File: src/verilog/tackPkg.sv
package tackPkg;

    ////////////////////////////////////////////////////////////
    // Counter widths
    ////////////////////////////////////////////////////////////

    // ROM setup counter, longest count is 11 plus hold of 4
    localparam int ROM_CNT_WIDTH = 4;
    // Timeout counter
    localparam int TIMEOUT_WIDTH = 8;
    // Termination sequence state
    localparam int SEQ_WIDTH = 2;

    ////////////////////////////////////////////////////////////
    // Cycle lengths in CLK80 clocks
    ////////////////////////////////////////////////////////////

    // ROM enable held low after the ROM request
    localparam int ROM_HOLD_CYCLES = 4;
    // Unclaimed transfer ends after this many clocks
    localparam int TIMEOUT_CYCLES = 249;
    // Acknowledge driven low this long
    localparam int ACK_ASSERT_CYCLES = 2;
    // Autovector and RTC cycles have no data, keep them short
    localparam int AV_DELAY_CYCLES = 2;

    // Same lengths sized to their counters
    localparam logic [ROM_CNT_WIDTH-1:0] ROM_HOLD_CNT = ROM_CNT_WIDTH'(ROM_HOLD_CYCLES);
    localparam logic [TIMEOUT_WIDTH-1:0] TIMEOUT_LAST = TIMEOUT_WIDTH'(TIMEOUT_CYCLES);

    // Sequencer states
    // Idle, then assert states, then one negate state
    localparam logic [SEQ_WIDTH-1:0] SEQ_IDLE = '0;
    localparam logic [SEQ_WIDTH-1:0] SEQ_LAST_ASSERT = SEQ_WIDTH'(ACK_ASSERT_CYCLES);
    localparam logic [SEQ_WIDTH-1:0] SEQ_NEGATE = SEQ_WIDTH'(ACK_ASSERT_CYCLES + 1);

    // ROM strap to setup delay
    // 00 is the slowest ROM, 11 the fastest
    function automatic logic [ROM_CNT_WIDTH-1:0] romDelayTable(input logic [1:0] strap);
        case (strap)
            2'b00:   return ROM_CNT_WIDTH'(11);
            2'b01:   return ROM_CNT_WIDTH'(8);
            2'b10:   return ROM_CNT_WIDTH'(5);
            default: return ROM_CNT_WIDTH'(2);
        endcase
    endfunction

endpackage

File: src/verilog/romAckTimer.sv
`timescale 1ns/1ps

module romAckTimer (
    input  logic       CLK80,
    input  logic       DELAYED_TACK_RST,
    input  logic       clk40,
    input  logic       tsN,
    input  logic       romSel,
    input  logic [1:0] romDelay,
    output logic       romEnN,
    output logic       romReq
);

    import tackPkg::*;

    // Start of a ROM transfer
    logic romStart;
    // Clocks since the start, zero when idle
    logic [ROM_CNT_WIDTH-1:0] romCnt;
    // Setup delay from the strap
    logic [ROM_CNT_WIDTH-1:0] romDelayClks;
    // Count at which the ROM is released
    logic [ROM_CNT_WIDTH-1:0] romReleaseCnt;

    ////////////////////////////////////////////////////////////
    // ROM cycle decode
    ////////////////////////////////////////////////////////////

    // TS is only valid in the high clk40 phase
    assign romStart = !tsN && clk40 && romSel;

    // Strap is static, no need to latch it
    assign romDelayClks = romDelayTable(romDelay);
    // Longest case is 11 plus 4, fits the counter
    assign romReleaseCnt = romDelayClks + ROM_HOLD_CNT;

    ////////////////////////////////////////////////////////////
    // Setup counter
    ////////////////////////////////////////////////////////////

    always_ff @(posedge CLK80 or posedge DELAYED_TACK_RST) begin
        if (DELAYED_TACK_RST) begin
            romCnt <= '0;
        end else if (romCnt == '0) begin
            // Idle until a ROM start
            if (romStart) begin
                romCnt <= romCnt + 1'b1;
            end
        end else if (romCnt == romReleaseCnt) begin
            romCnt <= '0;
        end else begin
            romCnt <= romCnt + 1'b1;
        end
    end

    // ROM enable and termination request
    always_ff @(posedge CLK80 or posedge DELAYED_TACK_RST) begin
        if (DELAYED_TACK_RST) begin
            romEnN <= 1'b1;
            romReq <= 1'b0;
        end else begin
            // One clock wide, delay never reaches zero
            romReq <= (romCnt == romDelayClks);
            // Enable the ROM one clock into the cycle
            if (romCnt == ROM_CNT_WIDTH'(1)) begin
                romEnN <= 1'b0;
            end else if (romCnt == romReleaseCnt) begin
                // Hold past the acknowledge for data hold time
                romEnN <= 1'b1;
            end
        end
    end

    // Request only while the ROM is driving
    romReqInsideEnable: assert property (
        @(posedge CLK80) disable iff (DELAYED_TACK_RST)
        romReq |-> !romEnN
    ) else $error("romReq high while romEnN is high");

endmodule

File: src/verilog/ciaAck.sv
`timescale 1ns/1ps

module ciaAck (
    input  logic CLK80,
    input  logic DELAYED_TACK_RST,
    input  logic clk40,
    input  logic ciaSel,
    input  logic ciaClk,
    output logic ciaReq
);

    // CIA handshake states
    typedef enum logic [1:0] {
        CIA_IDLE,
        CIA_WAIT_HIGH,
        CIA_WAIT_FALL,
        CIA_WAIT_DESEL
    } ciaStateT;

    ciaStateT ciaState;

    // Two flop syncs, bit 1 is the synced value
    logic [1:0] ciaSelSync;
    logic [1:0] ciaClkSync;

    ////////////////////////////////////////////////////////////
    // Synchronizers
    ////////////////////////////////////////////////////////////

    // Select and CIA clock are both asynchronous to CLK80
    always_ff @(posedge CLK80 or posedge DELAYED_TACK_RST) begin
        if (DELAYED_TACK_RST) begin
            ciaSelSync <= 2'b00;
            ciaClkSync <= 2'b00;
        end else begin
            ciaSelSync <= {ciaSelSync[0], ciaSel};
            ciaClkSync <= {ciaClkSync[0], ciaClk};
        end
    end

    ////////////////////////////////////////////////////////////
    // Termination FSM
    ////////////////////////////////////////////////////////////

    // CIA cycles end at or just after the CIA clock falling edge
    always_ff @(posedge CLK80 or posedge DELAYED_TACK_RST) begin
        if (DELAYED_TACK_RST) begin
            ciaState <= CIA_IDLE;
            ciaReq <= 1'b0;
        end else begin
            ciaReq <= 1'b0;
            case (ciaState)
                CIA_IDLE: begin
                    // Wait for chip select
                    if (ciaSelSync[1]) begin
                        ciaState <= CIA_WAIT_HIGH;
                    end
                end
                CIA_WAIT_HIGH: begin
                    // Need a full high phase first
                    if (ciaClkSync[1]) begin
                        ciaState <= CIA_WAIT_FALL;
                    end
                end
                CIA_WAIT_FALL: begin
                    // Falling edge seen, align to low clk40 phase
                    if (!ciaClkSync[1] && !clk40) begin
                        ciaReq <= 1'b1;
                        ciaState <= CIA_WAIT_DESEL;
                    end
                end
                CIA_WAIT_DESEL: begin
                    // One request per select
                    if (!ciaSelSync[1]) begin
                        ciaState <= CIA_IDLE;
                    end
                end
                default: begin
                    ciaState <= CIA_IDLE;
                end
            endcase
        end
    end

    // Single pulse per CIA access
    ciaReqOneClock: assert property (
        @(posedge CLK80) disable iff (DELAYED_TACK_RST)
        ciaReq |=> !ciaReq
    ) else $error("ciaReq held longer than one clock");

endmodule

File: src/verilog/busTimeout.sv
`timescale 1ns/1ps

module busTimeout (
    input  logic CLK80,
    input  logic DELAYED_TACK_RST,
    input  logic clk40,
    input  logic tsN,
    input  logic agnusSpace,
    input  logic tackActive,
    output logic timeoutReq
);

    import tackPkg::*;

    // Any transfer start
    logic transferStart;
    // Clocks since the start, zero when idle
    logic [TIMEOUT_WIDTH-1:0] timeoutCnt;
    // Cycle ended or handed to the chipset
    logic timeoutClear;

    assign transferStart = !tsN && clk40;

    // Chipset terminates its own cycles
    assign timeoutClear = tackActive || agnusSpace;

    ////////////////////////////////////////////////////////////
    // Unclaimed cycle timer
    ////////////////////////////////////////////////////////////

    // Longest claimed cycle is a CIA access, about 1us
    // Wait a bit longer than that and end the cycle here
    always_ff @(posedge CLK80 or posedge DELAYED_TACK_RST) begin
        if (DELAYED_TACK_RST) begin
            timeoutCnt <= '0;
            timeoutReq <= 1'b0;
        end else begin
            timeoutReq <= 1'b0;
            if (timeoutClear) begin
                // Some decoder answered
                timeoutCnt <= '0;
            end else if (timeoutCnt == '0) begin
                if (transferStart) begin
                    timeoutCnt <= timeoutCnt + 1'b1;
                end
            end else if (timeoutCnt == TIMEOUT_LAST) begin
                // Nobody claimed it
                timeoutReq <= 1'b1;
                timeoutCnt <= '0;
            end else begin
                timeoutCnt <= timeoutCnt + 1'b1;
            end
        end
    end

endmodule

File: src/verilog/ackSequencer.sv
`timescale 1ns/1ps

module ackSequencer (
    input  logic CLK80,
    input  logic DELAYED_TACK_RST,
    input  logic clk40,
    input  logic tsN,
    input  logic autoVector,
    input  logic rtcEnN,
    input  logic cacheSpace,
    input  logic romReq,
    input  logic ciaReq,
    input  logic timeoutReq,
    input  logic acTack,
    output logic tackOut,
    output logic tackOe,
    output logic tbiOut,
    output logic tbiOe,
    output logic tciOut,
    output logic tciOe,
    output logic tackActive
);

    import tackPkg::*;

    // Interrupt ack or RTC start
    logic avStart;
    // Autovector delay line, top bit is the request
    logic [AV_DELAY_CYCLES:0] avPipe;
    // Any termination source
    logic anyReq;
    // Idle, assert, assert, negate
    logic [SEQ_WIDTH-1:0] seqCnt;

    ////////////////////////////////////////////////////////////
    // Autovector and RTC path
    ////////////////////////////////////////////////////////////

    // Everything is autovectored, so no data to wait for
    assign avStart = !tsN && clk40 && (autoVector || !rtcEnN);

    always_ff @(posedge CLK80 or posedge DELAYED_TACK_RST) begin
        if (DELAYED_TACK_RST) begin
            avPipe <= '0;
        end else begin
            avPipe <= {avPipe[AV_DELAY_CYCLES-1:0], avStart};
        end
    end

    assign anyReq = avPipe[AV_DELAY_CYCLES] || romReq || ciaReq || timeoutReq || acTack;

    ////////////////////////////////////////////////////////////
    // Termination sequence
    ////////////////////////////////////////////////////////////

    always_ff @(posedge CLK80 or posedge DELAYED_TACK_RST) begin
        if (DELAYED_TACK_RST) begin
            seqCnt <= SEQ_IDLE;
            tackOe <= 1'b0;
            tackOut <= 1'b1;
        end else if (seqCnt == SEQ_IDLE) begin
            // Requests only count while idle
            if (anyReq) begin
                seqCnt <= seqCnt + 1'b1;
                tackOe <= 1'b1;
                tackOut <= 1'b0;
            end
        end else if (seqCnt == SEQ_NEGATE) begin
            // Line was driven high, now let go
            tackOe <= 1'b0;
            seqCnt <= SEQ_IDLE;
        end else begin
            // Drive high before release
            if (seqCnt == SEQ_LAST_ASSERT) begin
                tackOut <= 1'b1;
            end
            seqCnt <= seqCnt + 1'b1;
        end
    end

    // No bursts here, burst inhibit follows TA
    assign tbiOut = tackOut;
    assign tbiOe = tackOe;
    // Cache inhibit only outside cacheable space
    assign tciOut = tackOut;
    assign tciOe = tackOe && !cacheSpace;

    // Clears the bus timeout
    assign tackActive = tackOe && !tackOut;

    // Sequence starts only from idle
    seqStartFromIdle: assert property (
        @(posedge CLK80) disable iff (DELAYED_TACK_RST)
        $rose(tackOe) |-> ($past(seqCnt) == SEQ_IDLE)
    ) else $error("termination started outside idle");

endmodule

File: src/verilog/transferAckCtrl.sv
`timescale 1ns/1ps

module transferAckCtrl (
    input  logic       CLK80,
    input  logic       DELAYED_TACK_RST,
    input  logic       clk40,
    input  logic       tsN,
    input  logic       romSel,
    input  logic [1:0] romDelay,
    input  logic       autoVector,
    input  logic       rtcEnN,
    input  logic       ciaSel,
    input  logic       ciaClk,
    input  logic       agnusSpace,
    input  logic       cacheSpace,
    input  logic       acTack,
    output logic       tackOut,
    output logic       tbiOut,
    output logic       tciOut,
    output logic       tackOe,
    output logic       tbiOe,
    output logic       tciOe,
    output logic       romEnN
);

    // Termination requests
    logic romReq;
    logic ciaReq;
    logic timeoutReq;
    // TA low, back to the timeout
    logic tackActive;

    // ROM setup timer
    romAckTimer uRomAck (
        .CLK80(CLK80),
        .DELAYED_TACK_RST(DELAYED_TACK_RST),
        .clk40(clk40),
        .tsN(tsN),
        .romSel(romSel),
        .romDelay(romDelay),
        .romEnN(romEnN),
        .romReq(romReq)
    );

    // Slow peripheral
    ciaAck uCiaAck (
        .CLK80(CLK80),
        .DELAYED_TACK_RST(DELAYED_TACK_RST),
        .clk40(clk40),
        .ciaSel(ciaSel),
        .ciaClk(ciaClk),
        .ciaReq(ciaReq)
    );

    // Unclaimed cycles
    busTimeout uTimeout (
        .CLK80(CLK80),
        .DELAYED_TACK_RST(DELAYED_TACK_RST),
        .clk40(clk40),
        .tsN(tsN),
        .agnusSpace(agnusSpace),
        .tackActive(tackActive),
        .timeoutReq(timeoutReq)
    );

    // TA, TBI and TCI drive
    ackSequencer uSeq (
        .CLK80(CLK80),
        .DELAYED_TACK_RST(DELAYED_TACK_RST),
        .clk40(clk40),
        .tsN(tsN),
        .autoVector(autoVector),
        .rtcEnN(rtcEnN),
        .cacheSpace(cacheSpace),
        .romReq(romReq),
        .ciaReq(ciaReq),
        .timeoutReq(timeoutReq),
        .acTack(acTack),
        .tackOut(tackOut),
        .tackOe(tackOe),
        .tbiOut(tbiOut),
        .tbiOe(tbiOe),
        .tciOut(tciOut),
        .tciOe(tciOe),
        .tackActive(tackActive)
    );

endmodule

File: config.mk
export PLATFORM = sky130hd
export DESIGN_NAME = transferAckCtrl
export DESIGN_NICKNAME = d
export VERILOG_FILES = /design/src/verilog/tackPkg.sv /design/src/verilog/romAckTimer.sv /design/src/verilog/ciaAck.sv /design/src/verilog/busTimeout.sv /design/src/verilog/ackSequencer.sv /design/src/verilog/transferAckCtrl.sv
export SDC_FILE = /design/constraint.sdc
export NUM_CORES = 1
export LEC_CHECK = 0
export BUFFER_PORTS_ARGS = -buffer_cell sky130_fd_sc_hd__buf_2
export CAP_MARGIN = 20
export CORE_MARGIN = 2
export CORE_UTILIZATION = 59
export CTS_CLUSTER_SIZE = 8
export DETAILED_ROUTE_END_ITERATION = 16
export GPL_TIMING_DRIVEN = 1
export HOLD_SLACK_MARGIN = 0.06
export PLACE_DENSITY = 0.9
export SKIP_CTS_REPAIR_TIMING = 1
export SLEW_MARGIN = 5
export SYNTH_ARGS = -nofsm -noshare
export SYNTH_HDL_FRONTEND = slang
export SYNTH_SLANG_ARGS = --single-unit
File: constraint.sdc
create_clock -name CLK80 -period 3.2 [get_ports CLK80]
set_input_delay 0.64 -clock CLK80 [delete_from_list [all_inputs] [get_ports CLK80]]
set_output_delay 0.64 -clock CLK80 [all_outputs]
set_load 0.03 [all_outputs]
Word level (Yosys, flattened, before mapping)

Cells that the tools add are included.

Register bits: 29
Bits of input ports: 14
Output and inout port bits: 7
Word-level logic and storage cells: 95

$add $sub $neg: 4
Equal/unequal tests: 19
Muxes and demuxes: 30
Reduce and logical (&&, ||, !) cells: 29

Operator list:

| cell                                                            | number |
|---|---|
| 8-bit two-way mux                                               | 4 |
| 1-bit two-way mux                                               | 14 |
| 2-bit two-way mux                                               | 7 |
| 4-bit two-way mux                                               | 3 |
| 2-bit by 1-bit != test with 1-bit output, second input constant | 6 |
| 4-bit case mux with 3 select lines                              | 1 |
| 2-bit == test, second input constant                            | 5 |
| 8-bit by 1-bit adder with 8-bit output, second input constant   | 1 |
| 4-bit == test                                                   | 2 |
| 8-bit == test, second input constant                            | 1 |
| 8-bit zero test                                                 | 1 |
| 2-bit case mux with 4 select lines                              | 1 |
| 1-bit logical AND                                               | 6 |
| 1-bit zero test                                                 | 6 |
| 2-bit zero test                                                 | 3 |
| 1-bit logical OR                                                | 6 |
| 2-bit nonzero test                                              | 3 |
| 4-bit by 1-bit adder with 4-bit output, second input constant   | 1 |
| 4-bit by 3-bit adder with 4-bit output, second input constant   | 1 |
| 2-bit by 1-bit == test with 1-bit output, second input constant | 2 |
| 4-bit by 1-bit == test with 1-bit output, second input constant | 1 |
| 4-bit zero test                                                 | 1 |
| 4-bit AND reduction                                             | 1 |
| 3-bit by 1-bit != test with 1-bit output, second input constant | 1 |
| 4 further kinds                                                 | 4 |

Logic depth before layout (Yosys ltp)

Gate-level depths: netlist of run 1.

Depth in word-level cells: 6
Gate-level depth with buffers: 6
Depth with buffers taken out: 6

Modules after synthesis

From an unflattened synthesis of run 1, not the netlist that was laid out.

Cells, all modules: 156
Area, all modules: 1640.3 um2

By module, submodules not included:

| module       | times used | cells each | area an instance (um2) | sequential area each (um2) |
|---|---|---|---|---|
| busTimeout   | 1          | 50         | 511.7                  | 225.2 |
| romAckTimer  | 1          | 48         | 456.7                  | 151.4 |
| ackSequencer | 1          | 34         | 370.4                  | 176.4 |
| ciaAck       | 1          | 24         | 301.5                  | 175.2 |

Least setup slack after synthesis of run 1

No wires, ideal clock.

Path type: input to register
Start point: input romDelay[0]
End point: register uRomAck.romCnt[0]
Library setup time: 0.127 ns
Arrival time: 1.878 ns
Required time: 3.073 ns
Path slack: 1.196 ns
Stages on the path: 6
Path buffers: 0
Cell sequence: inv_1 ha_1 or3_4 a2111oi_4 a21o_4 o21ai_1

Longest elaborated chain between the ends: 6
Elaborated cells between the ends (all ways): 8
Classes of those cells: add/sub (1); eq/ne (3); mux (3); reduce/logical (1)

RTL lines:

| element                                  | line                 | text |
|---|---|---|
| start: declaration                       | transferAckCtrl.sv:9 | `input logic [1:0] romDelay,` |
| 2-bit == test (tied with other cells)    | tackPkg.sv:40        | `case (strap)` |
| 4-bit case mux with 3 select lines *     | tackPkg.sv:40        |  |
| 4-bit by 3-bit adder with 4-bit output * | romAckTimer.sv:35    | `assign romReleaseCnt = romDelayClks + ROM_HOLD_CNT;` |
| 4-bit == test *                          | romAckTimer.sv:49    | `end else if (romCnt == romReleaseCnt) begin` |
| 4-bit two-way mux *                      | romAckTimer.sv:49    |  |
| 4-bit two-way mux *                      | romAckTimer.sv:44    | `end else if (romCnt == '0) begin` |
| end signal: assignment                   | romAckTimer.sv:47    | `romCnt <= romCnt + 1'b1;` |
| end signal: assignment                   | romAckTimer.sv:52    | `romCnt <= romCnt + 1'b1;` |
| end: declaration                         | romAckTimer.sv:19    | `logic [ROM_CNT_WIDTH-1:0] romCnt;` |

Every way passes the cells marked *; elsewhere a longest branch is shown, timed or not.
A chain may end at the register's enable or synchronous reset.

Final worst setup path of run 1

Same ends and word-level chain as after synthesis.

==> key figures, run 1 <==
Run status
  – Run status: complete, no violations

Cells and area
  – Commonest non-fill, non-tap cell in the layout: dfrtp_1
  – Layout Cells excl Fill: 208
  – Most frequent cells in the layout: dfrtp_1 (27), buf_2 (20), ha_1 (19)
  – Ant diodes: 0
  – Design area: 1860 um^2
  – Final core occ: 68.5%
  – Nets@finish: 209
  – Fill cells: 197
  – Fraction of layout cells with a size suffix above 1: 24.9%
  – Synthesis-to-layout area growth: 12.5%

Routing
  – DR WL/cell: 13.8 um
  – Overall routed net length: 2.86 mm
  – Post-DR vias/cell: 5.51
  – ANT nets after route: 0
  – Via count: 1147
  – Drt first pass iters: 4
  – DRC: 0
  – First-iteration detailed-routing DRC count: 30

Timing
  – Max-slew violations: 0
  – Max frequency: 529 MHz
  – Final hold vios: 0
  – Final setup vio count: 0
  – Max_slew headroom: 73.3%
  – Worst slew pin tran: 0.397 ns
  – TNS Setup: 0 ns
  – Final Cycle Share: 59.1%
  – RSZ-0062 raised after global routing: false
  – Minimum clock period after layout: 1.89 ns
  – Layout Skew: 0.00931 ns
  – Final WS setup: 1.31 ns
  – Worst hold margin: 0.209 ns

Clock tree
  – Num CTS Buffers: 5
  – Htree depth: 2
  – Clock Latency Late Sink: 0.34 ns
  – CTS tree: built
  – Clock-pin transition on the worst setup and hold timing paths: 0.10 ns
  – CTS max path bufs: 2
  – CTS root buf: clkbuf_4
  – Clock sinks: 29

Synthesis
  – Mux share of post-synthesis cell area: 2.20%
  – Mapped cell area: 1650 um^2
  – Mapped Avg Cell Area: 10.9 um^2
  – Simple-Gate Fraction of Synth Area: 15.0%
  – Seq/Total Area, Yosys: 44.2%
  – Xor-xnor portion of the synthesized cell area: 4.78%
  – Synth Area in Adders: 14.4%
  – Synth Area in Compound Gates: 14.0%
  – Async SR Flop Fraction: 100%
  – Gate Count Post-Synth: 151
  – Synthesis Warnings: 0
  – Most used flip-flop cell after synthesis: dfrtp_1
  – Largest family of logic cells by synthesized area: simple AND/OR/NAND/NOR gates
  – Count of cell types in the netlist: 45
  – Syn_nets: 184
  – EDFF count, synth: 0
  – #FFs+latches synth: 29

Global route
  – Remaining global-route overflow: 0
  – Vias in the first global route: 1212
  – Largest net degree at the start of global routing: 30
  – Antenna violations before repair: 0
  – First-pass GRT wire length: 5.13 mm
  – Gr usage total: 21.0%

Power and ir drop
  – Leakage power: 0.906 nW
  – Overall power: 1.47 mW
  – VDD IR max: 0.000602 V
  – Power Density: 793 nW/um^2

Place
  – Post-DP Area: 1770 um^2
  – Port bufs: 20
  – DP HPWL: 2.20 mm
  – Placed Cells: 199
  – DP Worst Slack: 0.951 ns
  – Gpl congestion: 0.769

Setup path
  – Startpoint types: primary input
  – Top Family by Delay on Critical Path: compound AO/OA/AOI/OAI gates
  – Worst Path Arrival: 2.10 ns
  – Critical path's largest stage delay: 0.41 ns
  – WP buf/inv: 2
  – CP Data Required Time: 3.41 ns
  – Crit end category: register
  – Worst path slowest cell: a2111oi_4
  – Cell Chain, Critical Path: buf_2, inv_1, ha_1, or3_4, a2111oi_4, a21o_4, o21ai_1
  – Critical-path maximum fanout: 4
  – Crit path kind: primary input to register

Die
  – Die Span Y: 56.9 um
  – Initial Util: 60.8%
  – Row Count: 19
  – Core area: 2710 um^2
  – I/O pin cnt: 21
  – Die W: 56.9 um
  – DIE AREA: 3230 um^2

Flow run
  – Maxcap violations: 0

Worst hold path
  – Hold WC Path Type: primary input to async pin
-- worst register-to-register path: stages (launching register included) --
cell,delay (ns)
dfrtp_1,0.48
inv_1,0.10
ha_1,0.13
or3b_1,0.38
a21oi_1,0.27
a21o_4,0.15
o21ai_1,0.06
-- flip-flops by register name, indices dropped and copies added, names as in the netlist --
| register | count |
|---|---|
| uTimeout.timeoutCnt | 8 |
| uRomAck.romCnt | 4 |
| uSeq.avPipe | 3 |
| uCiaAck.ciaClkSync | 2 |
| uCiaAck.ciaSelSync | 2 |
| uCiaAck.ciaState | 2 |
| uSeq.seqCnt | 2 |
| uCiaAck.ciaReq | 1 |
| uRomAck.romEnN | 1 |
| uRomAck.romReq | 1 |
| uSeq.tackOe | 1 |
| uSeq.tackOut | 1 |
| uTimeout.timeoutReq | 1 |
-- per-layer routing --
metal,routed length (um),vias to the layer above,track usage [%]
met2,1500,24,35.5
met4,61,0,11.6
met5,0,-,0
met3,111,8,4.84
met1,1200,557,24.5
li1,-,558,-
-- cells in the mapped netlist, drive strengths merged (2+ instances only) --
cell type / instances / area, um^2
dfrtp: 27 / 676
ha: 19 / 238
inv: 18 / 67.6
nor2: 13 / 56.3
o21ai: 12 / 63.8
a21oi: 6 / 30.0
nand3: 6 / 30.0
nand2: 5 / 21.3
xnor2: 5 / 43.8
xor2: 4 / 35.0
buf: 3 / 22.5
or3: 3 / 23.8
dfstp: 2 / 52.6
mux2: 2 / 26.3
nor3b: 2 / 15.0
nor4: 2 / 18.8
-- power breakdown --
| group | leakage (nW) | switching (mW) | internal, mW |
|---|---|---|---|
| sequential | 0.366 | 0.112 | 0.467 |
| combinational | 0.509 | 0.371 | 0.283 |
| clock | 0.0315 | 0.131 | 0.107 |
-- cell type report --
cell class                 count  area (um^2)  share of cell area (%)
multi-input combinational    101          831                    44.8
sequential                    29          728                    39.2
timing repair buffer          21          128                    6.88
inverter                      18         67.6                    3.64
clock buffer                   7         55.1                    2.97
tap                           31         38.8                    2.09
clock inverter                 1         7.51                   0.405
-- path summary, 6_finish.rpt --
check,start,endpoint,slack (ns),depth (start not counted)
worst max-delay path,romDelay[0],uRomAck.romCnt[0]$_DFFE_PP0P_,1.31,7
min in group CLK80,uSeq.avPipe[1]$_DFF_PP0_,uSeq.avPipe[2]$_DFF_PP0_,0.35,0
worst min-delay path,DELAYED_TACK_RST,uCiaAck.ciaState[1]$_DFFE_PP0P_,0.21,2
max in group asynchronous,DELAYED_TACK_RST,uRomAck.romEnN$_DFFE_PP1P_,2.51,3
worst max register to register,uRomAck.romCnt[0]$_DFFE_PP0P_,uRomAck.romCnt[0]$_DFFE_PP0P_,1.52,6
worst min register to register,uSeq.avPipe[1]$_DFF_PP0_,uSeq.avPipe[2]$_DFF_PP0_,0.35,0
-- cell families after synthesis --
| group | after synthesis |
|---|---|
| AOI/OAI and AO/OA | 29 |
| muxes | 3 |
| xor gates and xnor gates | 9 |
| DFF | 29 |
| and+or+nand+nor | 41 |
| adders and majority gates | 19 |
| buffers and inverters | 21 |
(Power assumes the default switching activity.)
==> inputs of run 2 (changes only) <==
Settings changed: CORE_UTILIZATION 59 to 57, PLACE_DENSITY 0.9 to 0.88.
Clock period 3.2 ns to 1.8 ns, I/O delays scaled along.
==> run 2 against run 1 <==
Net effect: clock-buffer cell count is the same; combinational power grew 79%; via count grew 0.61%; register-to-register slack lost 1.4 ns; worst hold slack lost 0.070 ns; first-iteration DRC count grew 30%; utilization grew 0.63 points; critical endpoint unchanged.
==> key figures, run 2 (synthesized netlist as in run 1, its figures left out) <==
Cells and area
  – Fill cells: 216
  – Layout Cells excl Fill: 214
  – Ant diodes: 0
  – Commonest non-fill, non-tap cell in the layout: dfrtp_1
  – Most frequent cells in the layout: dfrtp_1 (27), buf_2 (20), ha_1 (19)
  – Number of flip-flops in the largest register: 8
  – Top flop regs: uTimeout.timeoutCnt: 8 flops, uRomAck.romCnt: 4 flops, uSeq.avPipe: 3 flops
  – Storage cell area: 728 um^2
  – Nets@finish: 215
  – Multi-input logic area: 831 um^2
  – Synthesis-to-layout area growth: 15.6%
  – Largest Register: uTimeout.timeoutCnt
  – Fraction of layout cells with a size suffix above 1: 26.8%

Timing
  – Max frequency: 597 MHz
  – Layout Skew: 0.00768 ns
  – RSZ-0062 raised after global routing: false
  – Final setup vio count: 0
  – Max_slew headroom: 70.6%
  – Max-slew violations: 0
  – Minimum clock period after layout: 1.68 ns
  – Final Cycle Share: 93.1%
  – Worst slew pin tran: 0.437 ns
  – Final hold vios: 0
  – TNS Setup: 0 ns

Clock tree
  – CTS root buf: clkbuf_4
  – Num CTS Buffers: 5
  – Htree depth: 2
  – Clock sinks: 29
  – CTS max path bufs: 2
  – CTS tree: built
  – Clock-pin transition on the worst setup and hold timing paths: 0.09 ns
  – Clock Latency Late Sink: 0.33 ns

Setup path
  – Crit path kind: register to register
  – Crit end category: register
  – Worst Path Arrival: 1.88 ns
  – Startpoint types: register
  – Worst R2R Path Depth: 6
  – CP Data Required Time: 2.01 ns
  – Critical-path maximum fanout: 8

Place
  – Placed Cells: 205
  – DP HPWL: 2.29 mm
  – Port bufs: 20
  – Gpl congestion: 0.857

Die
  – I/O pin cnt: 21
  – DIE AREA: 3340 um^2
  – Core area: 2760 um^2
  – Die W: 57.8 um
  – Row Count: 19
  – Die Span Y: 57.8 um
  – Initial Util: 59.8%

Power and ir drop
  – Power Density: 1440 nW/um^2
  – Leakage power: 0.941 nW
  – VDD IR max: 0.00124 V

Global route
  – First-pass GRT wire length: 5.11 mm
  – Vias in the first global route: 1250
  – Antenna violations before repair: 0
  – Gr usage total: 20.6%
  – Remaining global-route overflow: 0
  – Largest net degree at the start of global routing: 13

Routing
  – Via count: 1154
  – DR WL/cell: 13.5 um
  – Overall routed net length: 2.89 mm
  – ANT nets after route: 0
  – DRC: 0
  – Drt first pass iters: 4
  – First-iteration detailed-routing DRC count: 39
  – Post-DR vias/cell: 5.39

Worst hold path
  – Hold WC Path Type: primary input to register
  – WHS Path Cells: 1

Flow run
  – Maxcap violations: 0

Run status
  – Run status: complete, no violations
==> run 2: changes by cell type in the layout (fill, tap and decap cells not counted) <==
cell           before  now
clkinvlp_4          1    0
bufinv_16           0    1
buf_4               0    6
buf_16              1    0
dlygate4sd3_1       0    1
==> run 2: metal layers <==
layer | share of wire (%) | global-route usage (%)
met3 | 4.5 | 6.70
met4 | 2.0 | 9.97
met1 | 40 | 22.0
met2 | 53 | 36.4
met5 | 0 | 0
==> run 2: layout make-up <==
class                           instances  area share (%)
Tap cell                               31            2.04
Inverter                               18            3.55
Timing Repair Buffer                   27            8.14
Multi-Input combinational cell        101            43.6
Clock buffer                            7            2.89
Clock inverter                          1            1.58
Sequential cell                        29            38.2
==> run 2: critical path, cell delays in order, from the launching register on <==
cell	delay [ns]
dfrtp_1	0.47
inv_1	0.09
ha_1	0.13
or3b_1	0.38
a21oi_1	0.28
a21o_4	0.15
o21ai_1	0.05
==> run 2: power by group <==
group,switching [mW],internal (mW)
sequential,0.196,0.831
combinational,0.660,0.509
clock,0.222,0.332
==> run 2: stage by stage <==
stage	cell area (um^2)	power (mW)	worst slack (ns)	util (%)	hold slack [ns]
detailed placement	1810	2.22	-0.111	65.7	0.335
finish	1910	2.75	0.125	69.1	0.139
global route	1910	2.97	0.0285	69.1	0.114
floorplan	1650	1.95	0.0755	-	0.331
CTS	1900	2.78	0.124	68.7	0.0106
global placement	1810	2.11	-0.0501	65.7	0.334
==> run 2: worst paths after layout <==
path                                                  from                              end  slack (ns)
max                          uRomAck.romCnt[0]$_DFFE_PP0P_    uRomAck.romCnt[0]$_DFFE_PP0P_        0.12
max in group asynchronous                 DELAYED_TACK_RST         uSeq.tackOut$_DFFE_PP1P_        0.64
min in group asynchronous                 DELAYED_TACK_RST    uRomAck.romCnt[0]$_DFFE_PP0P_        0.58
min                                                 ciaSel  uCiaAck.ciaSelSync[0]$_DFF_PP0_        0.14
max reg2reg                  uRomAck.romCnt[0]$_DFFE_PP0P_    uRomAck.romCnt[0]$_DFFE_PP0P_        0.12
min reg2reg                uCiaAck.ciaClkSync[0]$_DFF_PP0_  uCiaAck.ciaClkSync[1]$_DFF_PP0_        0.35
==> inputs of run 3 (changes only) <==
Settings changed: CORE_UTILIZATION 57 to 30, PLACE_DENSITY 0.88 to 0.56, SETUP_SLACK_MARGIN set to 0.15.
==> run 3 against run 2 <==
Net effect: via count shrank 3.0%; critical path type is now primary input to register; worst hold slack got worse by 0.0027 ns; sequential power hardly changed; clock skew shrank 0.0051 ns; clock-buffer cell count unchanged; sequential cell count is the same; power is 2.5% higher; maximum frequency is 7.1% higher; largest cell class unchanged; setup slack gained 0.11 ns; sequential share of layout area is 1.5 points lower.
==> key figures, run 3 (synthesized netlist as in run 1, its figures left out) <==
Cells and area
  – Nets@finish: 216
  – Commonest non-fill, non-tap cell in the layout: dfrtp_1
  – Ant diodes: 0
  – Synthesis-to-layout area growth: 20.3%
  – Largest Register: uTimeout.timeoutCnt
  – Top flop regs: uTimeout.timeoutCnt: 8 flops, uRomAck.romCnt: 4 flops, uSeq.avPipe: 3 flops
  – Most frequent cells in the layout: dfrtp_1 (27), buf_2 (20), inv_1 (17), ha_1 (17), nor2_1 (12)
  – Fraction of layout cells with a size suffix above 1: 30.4%
  – Layout Cells excl Fill: 254
  – Number of flip-flops in the largest register: 8

Die
  – DIE AREA: 6110 um^2
  – Row Count: 26
  – I/O pin cnt: 21
  – Die W: 78.1 um
  – Core area: 5200 um^2
  – Initial Util: 31.7%
  – Die Span Y: 78.1 um

Setup path
  – Crit path from: romDelay[1]
  – Startpoint types: primary input
  – Worst Path Arrival: 1.73 ns
  – CP Data Required Time: 1.97 ns
  – Worst R2R Start: uRomAck.romCnt[0]$_DFFE_PP0P_
  – Crit path kind: primary input to register
  – Crit end category: register
  – Critical-path maximum fanout: 4
  – Worst R2R Path Depth: 6

Place
  – Placed Cells: 243
  – Gpl congestion: 0.735
  – Port bufs: 20
  – DP HPWL: 2.11 mm

Clock tree
  – CTS root buf: clkbuf_8
  – CTS max path bufs: 2
  – Clock sinks: 29
  – Clock-pin transition on the worst setup and hold timing paths: 0.06 ns
  – Num CTS Buffers: 5
  – CTS tree: built
  – Clock Latency Late Sink: 0.28 ns
  – Htree depth: 2

Global route
  – First-pass GRT wire length: 5.13 mm
  – Remaining global-route overflow: 0
  – Vias in the first global route: 1165
  – Gr usage total: 10.7%
  – Antenna violations before repair: 0
  – Largest net degree at the start of global routing: 30

Power and ir drop
  – Clock Power Share: 20.8%
  – Flop pwr share: 35.6%
  – VDD IR max: 0.000539 V
  – Overall power: 2.82 mW
  – Pint: 1.73 mW
  – Combinational Power Share: 43.6%
  – Leakage power: 0.950 nW
  – Sw Ratio: 38.5%
  – Power Density: 1420 nW/um^2
  – P_sw: 1.09 mW

Worst hold path
  – Hold WC Path Type: primary input to async pin

Timing
  – Final Cycle Share: 86.9%
  – Minimum clock period after layout: 1.56 ns
  – Max_slew headroom: 72.2%
  – Max frequency: 639 MHz
  – Layout Skew: 0.00263 ns
  – RSZ-0062 raised after global routing: true
  – Worst slew pin tran: 0.413 ns
  – Final setup vio count: 0
  – Max-slew violations: 0
  – Final hold vios: 0
  – Worst hold margin: 0.137 ns

Routing
  – Via count: 1119
  – DRC: 0
  – Post-DR vias/cell: 4.41
  – Overall routed net length: 2.87 mm
  – Drt first pass iters: 4
  – ANT nets after route: 0
  – DR WL/cell: 11.3 um
  – First-iteration detailed-routing DRC count: 54

Flow run
  – Maxcap violations: 0

Run status
  – Run status: complete, no violations
## run 3: cell count changes in the layout (fill, tap and decap cells not counted), moves of 2 or more
cell / delta
clkbuf_8: +6
clkbuf_4: -5
buf_4: +2
ha_1: -2
ha_2: +2
## run 3: area by class of cell
| cell class | instances | area (um^2) |
|---|---|---|
| repair buffers | 28 | 160 |
| flip-flops and latches | 29 | 728 |
| multi-input cells | 101 | 840 |
| well taps | 70 | 87.6 |
| clock buffers | 7 | 96.3 |
| inverters | 18 | 67.6 |
| fillers | 536 | 3220 |
| clock inverters | 1 | 5.00 |
## run 3: critical path: stages
cell and delay (ns):
buf_2 0.12, inv_1 0.07, ha_2 0.19, or3_4 0.40, a2111oi_4 0.33, a21o_4 0.19, o21ai_1 0.06
## run 3: power by group through the flow
stage               logic (mW)  registers, mW  clock network (mW)
floorplan                0.905           1.05                   0
global placement          1.18           1.02                   0
detailed placement        1.20           1.02                   0
CTS                       1.21           1.01               0.609
global route              1.39           1.03               0.644
finish                    1.23           1.00               0.587
## run 3: stage by stage
| stage | setup TNS (ns) | setup WS, ns | cell area, um^2 | utilization [%] |
|---|---|---|---|---|
| after floorplan | 0 | 0.152 | 1650 | - |
| after global placement | -0.0153 | -0.0131 | 1860 | 35.7 |
| after detailed placement | -0.200 | -0.0612 | 1860 | 35.7 |
| after CTS | 0 | 0.194 | 1960 | 37.6 |
| after global routing | 0 | 0.149 | 1980 | 38.1 |
| final | 0 | 0.235 | 1980 | 38.1 |
## run 3: routing by layer
metal / vias up / routed length [um] / track usage [%]
met5: - / 0 / 0
met1: 520 / 1380 / 12.4
li1: 573 / - / -
met3: 7 / 120 / 3.68
met2: 19 / 1290 / 17.2
met4: 0 / 69 / 5.96
## run 3: worst paths after layout
kind / to / slack (ns)
setup / recovery: uRomAck.romCnt[0]$_DFFE_PP0P_ / 0.24
hold / removal: uSeq.avPipe[0]$_DFF_PP0_ / 0.14
setup reg to reg: uRomAck.romCnt[0]$_DFFE_PP0P_ / 0.27
hold reg to reg: uCiaAck.ciaSelSync[1]$_DFF_PP0_ / 0.35
max in group asynchronous: uRomAck.romEnN$_DFFE_PP1P_ / 1.34
min in group CLK80: uCiaAck.ciaSelSync[0]$_DFF_PP0_ / 0.18
